`config.mk`:
```
export PLATFORM = sky130hd
export DESIGN_NAME = load_store_unit
export DESIGN_NICKNAME = d
export VERILOG_FILES = /design/src/logic/lsu_pkg.sv /design/src/logic/lsq_head_if.sv /design/src/logic/dmem_if.sv /design/src/logic/lsq_queue.sv /design/src/logic/lsu_align.sv /design/src/logic/lsq_mem_ctrl.sv /design/src/logic/data_ram.sv /design/src/logic/load_store_unit.sv
export VERILOG_INCLUDE_DIRS = /design/src /design/src/logic
export SDC_FILE = /design/constraint.sdc
export NUM_CORES = 2
export LEC_CHECK = 0
export BUFFER_PORTS_ARGS = -buffer_cell sky130_fd_sc_hd__buf_2
export CORE_MARGIN = 2
export CORE_UTILIZATION = 55
export DETAILED_ROUTE_END_ITERATION = 8
export PLACE_DENSITY = 0.7
export SYNTH_ARGS = -nofsm -noshare
export SYNTH_HDL_FRONTEND = slang
export SYNTH_HIERARCHICAL = 1
export SYNTH_SLANG_ARGS = --single-unit
```
`constraint.sdc`:
```
create_clock -name clk -period 15.9 [get_ports clk]
set_input_delay 3.975 -clock clk [delete_from_list [all_inputs] [get_ports clk]]
set_output_delay 3.975 -clock clk [all_outputs]
set_load 0.005 [all_outputs]
```
`src/logic/lsu_cfg.svh`:
```
`ifndef LSU_CFG_SVH
`define LSU_CFG_SVH

// queue entries
`define LSU_QDEPTH 8

// rob tag width, 16 tags
`define LSU_TAG_W 4

// data ram size in words, 256 bytes
`define LSU_RAM_WORDS 64

// cycles from req to resp
`define LSU_MEM_LAT 2

`endif

```
`src/logic/lsu_pkg.sv`:
```
`include "lsu_cfg.svh"

package lsu_pkg;

	typedef logic [31:0] word_t;
	typedef logic [`LSU_TAG_W-1:0] tag_t;
	typedef logic [2:0] funct3_t;
	typedef logic [3:0] lanes_t;

	typedef enum logic {
		acc_load,
		acc_store
	} acc_kind_t;

	typedef enum logic [1:0] {
		st_idle,
		st_wait,
		st_done
	} ctrl_state_t;

	// load funct3
	localparam funct3_t lb = 3'b000;
	localparam funct3_t lh = 3'b001;
	localparam funct3_t lw = 3'b010;
	localparam funct3_t lbu = 3'b100;
	localparam funct3_t lhu = 3'b101;

	// store funct3
	localparam funct3_t sb = 3'b000;
	localparam funct3_t sh = 3'b001;
	localparam funct3_t sw = 3'b010;

endpackage

```
`src/logic/lsq_head_if.sv`:
```
`timescale 1ns/1ps

interface lsq_head_if;
	import lsu_pkg::*;

	logic head_valid;
	acc_kind_t head_kind;
	funct3_t head_funct3;
	tag_t head_tag;
	word_t head_addr;
	word_t head_data;
	logic head_ready;
	// head went out to memory and was flushed since
	logic head_squashed;
	logic issue;
	logic deq;

	modport queue_side (
		output head_valid, head_kind, head_funct3, head_tag, head_addr, head_data,
		output head_ready, head_squashed,
		input issue, deq
	);

	modport ctrl_side (
		input head_valid, head_kind, head_funct3, head_tag, head_addr, head_data,
		input head_ready, head_squashed,
		output issue, deq
	);

endinterface

```
`src/logic/dmem_if.sv`:
```
`timescale 1ns/1ps

interface dmem_if;
	import lsu_pkg::*;

	logic req;
	logic we;
	lanes_t lanes;
	// word aligned
	word_t addr;
	word_t wdata;
	logic resp;
	word_t rdata;

	modport master (
		output req, we, lanes, addr, wdata,
		input resp, rdata
	);

	modport slave (
		input req, we, lanes, addr, wdata,
		output resp, rdata
	);

endinterface

```
`src/logic/lsq_queue.sv`:
```
`timescale 1ns/1ps
`include "lsu_cfg.svh"

module lsq_queue (
	input logic clk,
	input logic rst,
	input logic disp_valid,
	input lsu_pkg::acc_kind_t disp_kind,
	input lsu_pkg::funct3_t disp_funct3,
	input lsu_pkg::tag_t disp_tag,
	input lsu_pkg::word_t disp_base,
	input logic disp_base_is_tag,
	input lsu_pkg::word_t disp_data,
	input logic disp_data_is_tag,
	input lsu_pkg::word_t disp_imm,
	output logic disp_ready,
	input logic cdb_valid,
	input lsu_pkg::tag_t cdb_tag,
	input lsu_pkg::word_t cdb_data,
	input lsu_pkg::tag_t rob_head_tag,
	input logic flush_valid,
	input lsu_pkg::tag_t flush_tag,
	lsq_head_if.queue_side head
);
	import lsu_pkg::*;

	localparam int DEPTH = `LSU_QDEPTH;
	localparam int PW = $clog2(DEPTH);

	acc_kind_t e_kind [DEPTH];
	funct3_t e_funct3 [DEPTH];
	tag_t e_tag [DEPTH];
	word_t e_addr [DEPTH];
	word_t e_imm [DEPTH];
	logic e_base_pend [DEPTH];
	tag_t e_base_tag [DEPTH];
	word_t e_data [DEPTH];
	logic e_data_pend [DEPTH];
	tag_t e_data_tag [DEPTH];

	logic [PW-1:0] front, rear, front_n, rear_n, wr_slot;
	logic [PW:0] count, count_n, keep;
	logic squashed, squashed_n, inflight;
	logic enq, full;
	logic base_hit, data_hit;
	tag_t flush_age;
	logic [DEPTH-1:0] occupied;

	// distance from the rob head, wraps with the tag
	function automatic tag_t age_of(tag_t t, tag_t h);
		tag_t d;
		d = t - h;
		return d;
	endfunction

	assign full = (count == (PW+1)'(DEPTH));
	assign disp_ready = !full;
	assign flush_age = age_of(flush_tag, rob_head_tag);

	assign base_hit = disp_base_is_tag && cdb_valid && (cdb_tag == tag_t'(disp_base));
	assign data_hit = disp_data_is_tag && cdb_valid && (cdb_tag == tag_t'(disp_data));

	always_comb begin
		logic [PW-1:0] off;
		for (int i = 0; i < DEPTH; i++) begin
			off = PW'(i) - front;
			occupied[i] = ({1'b0, off} < count);
		end
	end

	// entries are in program order, so survivors form a prefix from the front
	always_comb begin : keep_scan
		logic [PW-1:0] slot;
		logic stop;
		keep = '0;
		stop = 1'b0;
		for (int i = 0; i < DEPTH; i++) begin
			slot = front + PW'(i);
			if (!stop && i < int'(count)) begin
				if ((i == 0 && squashed) || age_of(e_tag[slot], rob_head_tag) < flush_age)
					keep = keep + 1'b1;
				else
					stop = 1'b1;
			end
		end
	end

	always_comb begin
		front_n = front;
		rear_n = rear;
		count_n = count;
		squashed_n = squashed;
		enq = disp_valid && !full;
		if (flush_valid) begin
			enq = enq && (age_of(disp_tag, rob_head_tag) < flush_age);
			if (head.deq) begin
				front_n = front + 1'b1;
				count_n = (keep == '0) ? '0 : keep - 1'b1;
				squashed_n = 1'b0;
			end else if (keep == '0 && count != '0 && inflight) begin
				// response still due, hold the head slot until it returns
				count_n = {{PW{1'b0}}, 1'b1};
				squashed_n = 1'b1;
			end else begin
				count_n = keep;
			end
			rear_n = front_n + count_n[PW-1:0];
		end else if (head.deq) begin
			front_n = front + 1'b1;
			count_n = count - 1'b1;
			squashed_n = 1'b0;
		end
		wr_slot = rear_n;
		if (enq) begin
			rear_n = rear_n + 1'b1;
			count_n = count_n + 1'b1;
		end
	end

	always_ff @(posedge clk) begin
		if (rst) begin
			front <= '0;
			rear <= '0;
			count <= '0;
			squashed <= 1'b0;
			inflight <= 1'b0;
		end else begin
			front <= front_n;
			rear <= rear_n;
			count <= count_n;
			squashed <= squashed_n;
			if (head.deq)
				inflight <= 1'b0;
			else if (head.issue)
				inflight <= 1'b1;
		end
	end

	always_ff @(posedge clk) begin
		// bus snoop
		for (int i = 0; i < DEPTH; i++) begin
			if (occupied[i] && cdb_valid) begin
				if (e_base_pend[i] && e_base_tag[i] == cdb_tag) begin
					e_addr[i] <= cdb_data + e_imm[i];
					e_base_pend[i] <= 1'b0;
				end
				if (e_data_pend[i] && e_data_tag[i] == cdb_tag) begin
					e_data[i] <= cdb_data;
					e_data_pend[i] <= 1'b0;
				end
			end
		end
		if (enq) begin
			e_kind[wr_slot] <= disp_kind;
			e_funct3[wr_slot] <= disp_funct3;
			e_tag[wr_slot] <= disp_tag;
			e_imm[wr_slot] <= disp_imm;
			e_base_tag[wr_slot] <= tag_t'(disp_base);
			e_data_tag[wr_slot] <= tag_t'(disp_data);
			e_addr[wr_slot] <= (base_hit ? cdb_data : disp_base) + disp_imm;
			e_base_pend[wr_slot] <= disp_base_is_tag && !base_hit;
			e_data[wr_slot] <= data_hit ? cdb_data : disp_data;
			e_data_pend[wr_slot] <= disp_data_is_tag && !data_hit;
		end
	end

	assign head.head_valid = (count != '0);
	assign head.head_kind = e_kind[front];
	assign head.head_funct3 = e_funct3[front];
	assign head.head_tag = e_tag[front];
	assign head.head_addr = e_addr[front];
	assign head.head_data = e_data[front];
	assign head.head_squashed = squashed || (flush_valid && inflight && keep == '0);

	// stores wait for the rob head so they are never speculative
	assign head.head_ready = head.head_valid && !squashed && !flush_valid
		&& !e_base_pend[front]
		&& (e_kind[front] == acc_load
			|| (!e_data_pend[front] && e_tag[front] == rob_head_tag));

endmodule

```
`src/logic/lsu_align.sv`:
```
`timescale 1ns/1ps

module lsu_align (
	input lsu_pkg::acc_kind_t kind,
	input lsu_pkg::funct3_t funct3,
	input logic [1:0] byte_addr,
	input lsu_pkg::word_t wdata,
	input lsu_pkg::word_t rdata,
	output lsu_pkg::lanes_t lanes,
	output lsu_pkg::word_t wdata_shifted,
	output lsu_pkg::word_t load_value
);
	import lsu_pkg::*;

	logic [4:0] shamt;
	word_t rdata_shifted;

	assign shamt = {byte_addr, 3'b000};
	assign wdata_shifted = wdata << shamt;
	assign rdata_shifted = rdata >> shamt;

	// loads read the whole word
	always_comb begin
		lanes = 4'b1111;
		if (kind == acc_store) begin
			case (funct3)
				sb: lanes = 4'b0001 << byte_addr;
				sh: lanes = 4'b0011 << byte_addr;
				sw: lanes = 4'b1111;
				default: lanes = 4'b1111;
			endcase
		end
	end

	always_comb begin
		case (funct3)
			lb: load_value = {{24{rdata_shifted[7]}}, rdata_shifted[7:0]};
			lh: load_value = {{16{rdata_shifted[15]}}, rdata_shifted[15:0]};
			lw: load_value = rdata_shifted;
			lbu: load_value = {24'd0, rdata_shifted[7:0]};
			lhu: load_value = {16'd0, rdata_shifted[15:0]};
			default: load_value = rdata_shifted;
		endcase
	end

endmodule

```
`src/logic/lsq_mem_ctrl.sv`:
```
`timescale 1ns/1ps

module lsq_mem_ctrl (
	input logic clk,
	input logic rst,
	lsq_head_if.ctrl_side head,
	dmem_if.master mem,
	output logic res_valid,
	output lsu_pkg::tag_t res_tag,
	output lsu_pkg::word_t res_data
);
	import lsu_pkg::*;

	ctrl_state_t state;
	logic req;
	acc_kind_t cur_kind;
	funct3_t cur_funct3;
	tag_t cur_tag;
	word_t cur_addr;
	word_t cur_data;
	lanes_t lanes;
	word_t wdata_shifted;
	word_t load_value;

	lsu_align u_align (
		.kind (cur_kind),
		.funct3 (cur_funct3),
		.byte_addr (cur_addr[1:0]),
		.wdata (cur_data),
		.rdata (mem.rdata),
		.lanes (lanes),
		.wdata_shifted (wdata_shifted),
		.load_value (load_value)
	);

	assign head.issue = (state == st_idle) && head.head_valid && head.head_ready;
	assign head.deq = (state == st_wait) && mem.resp;

	assign mem.req = req;
	assign mem.we = (cur_kind == acc_store);
	assign mem.lanes = lanes;
	assign mem.addr = {cur_addr[31:2], 2'b00};
	assign mem.wdata = wdata_shifted;

	always_ff @(posedge clk) begin
		if (rst) begin
			state <= st_idle;
			req <= 1'b0;
			res_valid <= 1'b0;
		end else begin
			res_valid <= 1'b0;
			case (state)
				st_idle: begin
					if (head.issue) begin
						req <= 1'b1;
						state <= st_wait;
					end
				end
				st_wait: begin
					if (mem.resp) begin
						req <= 1'b0;
						// flushed while in flight, nothing to report
						res_valid <= !head.head_squashed;
						state <= st_done;
					end
				end
				st_done: state <= st_idle;
				default: state <= st_idle;
			endcase
		end
	end

	always_ff @(posedge clk) begin
		if (head.issue) begin
			cur_kind <= head.head_kind;
			cur_funct3 <= head.head_funct3;
			cur_tag <= head.head_tag;
			cur_addr <= head.head_addr;
			cur_data <= head.head_data;
		end
		if (head.deq) begin
			res_tag <= cur_tag;
			res_data <= (cur_kind == acc_load) ? load_value : cur_data;
		end
	end

endmodule

```
`src/logic/data_ram.sv`:
```
`timescale 1ns/1ps
`include "lsu_cfg.svh"

module data_ram (
	input logic clk,
	input logic rst,
	dmem_if.slave mem
);
	import lsu_pkg::*;

	localparam int WORDS = `LSU_RAM_WORDS;
	localparam int AW = $clog2(WORDS);
	localparam int CW = $clog2(`LSU_MEM_LAT + 1);

	word_t ram [WORDS];
	logic busy;
	logic [CW-1:0] cnt;
	logic [AW-1:0] idx;
	word_t rdata_q;

	// byte address wraps at the ram size
	assign idx = mem.addr[AW+1:2];
	assign mem.resp = busy && (cnt == '0);
	assign mem.rdata = rdata_q;

	always_ff @(posedge clk) begin
		if (rst) begin
			busy <= 1'b0;
			cnt <= '0;
			for (int i = 0; i < WORDS; i++)
				ram[i] <= '0;
		end else if (busy) begin
			if (cnt == '0)
				busy <= 1'b0;
			else
				cnt <= cnt - 1'b1;
		end else if (mem.req) begin
			busy <= 1'b1;
			cnt <= CW'(`LSU_MEM_LAT - 1);
			rdata_q <= ram[idx];
			if (mem.we) begin
				for (int b = 0; b < 4; b++) begin
					if (mem.lanes[b])
						ram[idx][8*b +: 8] <= mem.wdata[8*b +: 8];
				end
			end
		end
	end

endmodule

```
`src/logic/load_store_unit.sv`:
```
`timescale 1ns/1ps

module load_store_unit (
	input logic clk,
	input logic rst,
	input logic disp_valid,
	input lsu_pkg::acc_kind_t disp_kind,
	input lsu_pkg::funct3_t disp_funct3,
	input lsu_pkg::tag_t disp_tag,
	input lsu_pkg::word_t disp_base,
	input logic disp_base_is_tag,
	input lsu_pkg::word_t disp_data,
	input logic disp_data_is_tag,
	input lsu_pkg::word_t disp_imm,
	output logic disp_ready,
	input logic cdb_valid,
	input lsu_pkg::tag_t cdb_tag,
	input lsu_pkg::word_t cdb_data,
	input lsu_pkg::tag_t rob_head_tag,
	input logic flush_valid,
	input lsu_pkg::tag_t flush_tag,
	output logic res_valid,
	output lsu_pkg::tag_t res_tag,
	output lsu_pkg::word_t res_data
);

	lsq_head_if head_bus ();
	dmem_if mem_bus ();

	lsq_queue u_queue (
		.clk (clk),
		.rst (rst),
		.disp_valid (disp_valid),
		.disp_kind (disp_kind),
		.disp_funct3 (disp_funct3),
		.disp_tag (disp_tag),
		.disp_base (disp_base),
		.disp_base_is_tag (disp_base_is_tag),
		.disp_data (disp_data),
		.disp_data_is_tag (disp_data_is_tag),
		.disp_imm (disp_imm),
		.disp_ready (disp_ready),
		.cdb_valid (cdb_valid),
		.cdb_tag (cdb_tag),
		.cdb_data (cdb_data),
		.rob_head_tag (rob_head_tag),
		.flush_valid (flush_valid),
		.flush_tag (flush_tag),
		.head (head_bus.queue_side)
	);

	lsq_mem_ctrl u_ctrl (
		.clk (clk),
		.rst (rst),
		.head (head_bus.ctrl_side),
		.mem (mem_bus.master),
		.res_valid (res_valid),
		.res_tag (res_tag),
		.res_data (res_data)
	);

	data_ram u_ram (
		.clk (clk),
		.rst (rst),
		.mem (mem_bus.slave)
	);

endmodule

```
==> results by group <==
STA
  – Fmax: roughly 0.068 GHz
  – Final setup viols: 0
  – Worst slew pin tran: between 1.5 and 2 ns
  – Setup TNS: 0 ns
  – Final hold violation count: 0
  – Fin crit period: 14.76 ns
  – Clk_skew: around 0.073 ns
  – Period utilization: between 90% and 100%
  – Slew headroom: -1.776%
  – Fin. max-slew vios: 2
  – Setup ws final: about 1.1 ns
  – RSZ-0062 raised after global routing: false

Pwr
  – Peak VDD IR: ~0.00012 V
  – Leakage: about 59 nW
  – Pwr Total: about 0.019 W
  – PwrDens: 133.9 nW/um^2

Placement
  – Gpl congestion: 1.002
  – Post-place setup slack: approximately 0.38 ns
  – I/O Buffers: 144
  – Placed insts: about 12,000
  – Hpwl dp: 249.0 mm

GRT
  – Initial antenna violation count: 31
  – Global-route wire length before repair: slightly below 600 mm
  – Vias in the first global route: between 80,000 and 90,000
  – Total GRT Usage: about 33%
  – Grt ovf: 0
  – Pin count of the biggest net entering global routing: around 250

Logic synthesis
  – Post-Syn Nets: just over 10,000
  – Avg Cell Area, Syn: ~13 um^2
  – Post-Synthesis Cells: about 10,000
  – Mapped cell area: ~130,000 um^2
  – Synth warn: 6

Detailed routing
  – DRC marker count from the first detailed-route iteration: 13,408
  – Final WL: ~400 mm
  – Post-route ant nets: 0
  – Vias: between 80,000 and 90,000
  – # DRC: 0
  – DR WL/cell: around 32 um
  – 1st-pass router iterations: 8
  – Vias/cell: 6.916

Clock network
  – Clock tree buffer depth: 4
  – CTS sink cnt: around 2,700
  – Clock Latency Late Sink: approximately 0.97 ns
  – Inserted Clock Buffers: ~300
  – Clock root cell: clkbuf_16
  – Post-CTS setup buffers: 0
  – CTS tree: built
  – Clk pin slew, worst setup/hold paths: 0.06 ns
  – Number of H-tree levels: 5
  – CTS resizes: 0
  – Hold-fix buffers, CTS: 0

Status
  – Failing checks: capacitance limit, slew limit
  – Outcome: finished, violations left

Floorplan
  – Die width: between 400 and 500 um
  – Starting density of the core: 55.40%
  – Die area: between 200,000 and 250,000 um^2
  – I/O pins: ~190
  – Core Rows: between 150 and 200
  – Core region area: 238,100 um^2
  – Die Y-Extent: between 400 and 500 um

Worst setup path
  – CP peak stage delay: 1.06 ns
  – Critical path class: in -> reg
  – Cell mode on critical path: ha_1
  – CP max FO: 32
  – Critical Path AT: about 15 ns
  – Worst r2r src: u_queue/front[0]
  – Worst Setup SP: rob_head_tag[1]
  – Worst path required time: around 17 ns
  – Critical path endpoint category: flop
  – Slowest cell on crit path: nand3_2
  – Startpoint Class: input pin

Finish
  – Area added between synthesis and finish: 8.640%
  – Layout cells sized above 1: around 15%
  – Final net count: a little under 10,000
  – Cell Count, Final, Fillers Out: 12,894
  – Post-layout util: roughly 60%

Worst hold path
  – Worst hold start: u_ctrl/cur_tag[3]
  – Worst min-delay path class: reg -> reg

Run
  – Max-cap violation count: 1
-- critical path: cells and delay by family --
family / cells / cell delay, ns
XOR/XNOR: 3 / 0.70
AO/OA/AOI/OAI: 10 / 2.51
multiplexers: 4 / 1.39
buffers and inverters: 6 / 0.97
AND/OR/NAND/NOR: 8 / 2.86
adder cells (fa/ha/maj): 10 / 2.96
-- through the flow --
| step | area, um^2 | hold WS (ns) |
|---|---|---|
| global route | 143300 | 0.4312 |
| floorplan | 131900 | 0.4003 |
| finish | 143300 | 0.4170 |
| detailed placement | 134100 | 0.4056 |
| CTS | 143300 | 0.4143 |
| global placement | 134100 | 0.4057 |
-- flip-flops by register name, indices dropped and copies added, names as in the netlist, 4 cells and up --
register             cells
u_ctrl/cur_data         32
u_ctrl/res_tag           4
u_queue/e_data_pend      8
u_queue/e_imm           64
u_queue/e_kind           8
u_ctrl/res_data         32
u_queue/e_data_tag      32
u_ram/ram             2048
u_ctrl/cur_addr          8
u_queue/e_base_tag      32
u_queue/count            4
u_queue/e_data         256
u_ctrl/cur_tag           4
u_queue/e_funct3        24
u_queue/e_base_pend      8
u_queue/e_addr          64
u_ram/mem.rdata         32
u_queue/e_tag           32
-- metal layers --
metal	share of wire [%]	GRT usage [%]	routed length [um]
met1	36	43.13	147000
met2	44	49.69	182700
met3	14	10.17	55750
met4	6.2	17.39	25360
met5	0.046	0	188
-- path summary, 6_finish.rpt --
kind                                 to  slack, ns  depth (start not counted)
setup reg to reg  u_queue/e_data[0][21]       2.14                         47
hold / removal        u_ctrl/res_tag[3]       0.42                          0
hold reg to reg       u_ctrl/res_tag[3]       0.42                          0
setup / recovery  u_queue/e_data[0][21]       1.14                         41
-- cells in the final DEF, fill, tap and decap left out, types with 30 or more instances in the layout --
| cell | instances |
|---|---|
| edfxtp_1 | 2692 |
| and3_1 | 2053 |
| nand2_1 | 328 |
| a22oi_1 | 321 |
| clkbuf_16 | 311 |
| mux2_2 | 298 |
| a221oi_1 | 291 |
| a21o_1 | 289 |
| nor2_1 | 255 |
| mux2i_1 | 244 |
| buf_4 | 242 |
| a21oi_1 | 214 |
| o21ai_0 | 187 |
| mux4_2 | 177 |
| ha_1 | 158 |
| buf_2 | 143 |
| o22ai_1 | 141 |
| inv_1 | 92 |
| nor3_1 | 91 |
| mux2_1 | 90 |
| xor2_1 | 87 |
| clkinv_1 | 77 |
| xnor2_1 | 74 |
| clkbuf_1 | 67 |
| nor2_2 | 64 |
| nand4_1 | 49 |
| clkinv_2 | 34 |
| a211oi_1 | 32 |
| mux2_4 | 30 |
-- final cells by class --
| type | instances | area (um^2) |
|---|---|---|
| Tap cell | 3167 | 3963 |
| Multi-Input combinational cell | 5986 | 45750 |
| Clock buffer | 378 | 8034 |
| Inverter | 107 | 411.6 |
| Clock inverter | 140 | 1149 |
| Sequential cell | 2711 | 81230 |
| Antenna cell | 10 | 25.02 |
| Timing Repair Buffer | 395 | 2728 |
| Fill cell | 17880 | 94790 |
-- power breakdown --
part	switching [W]	leakage (nW)	internal, W
Sequential	0.000168	27.2	0.00847
Combinational	0.00270	27.4	0.00118
Clock	0.00280	4.49	0.00387
Total	0.00567	59.1	0.0135
Power figures use the tool's default switching activity.
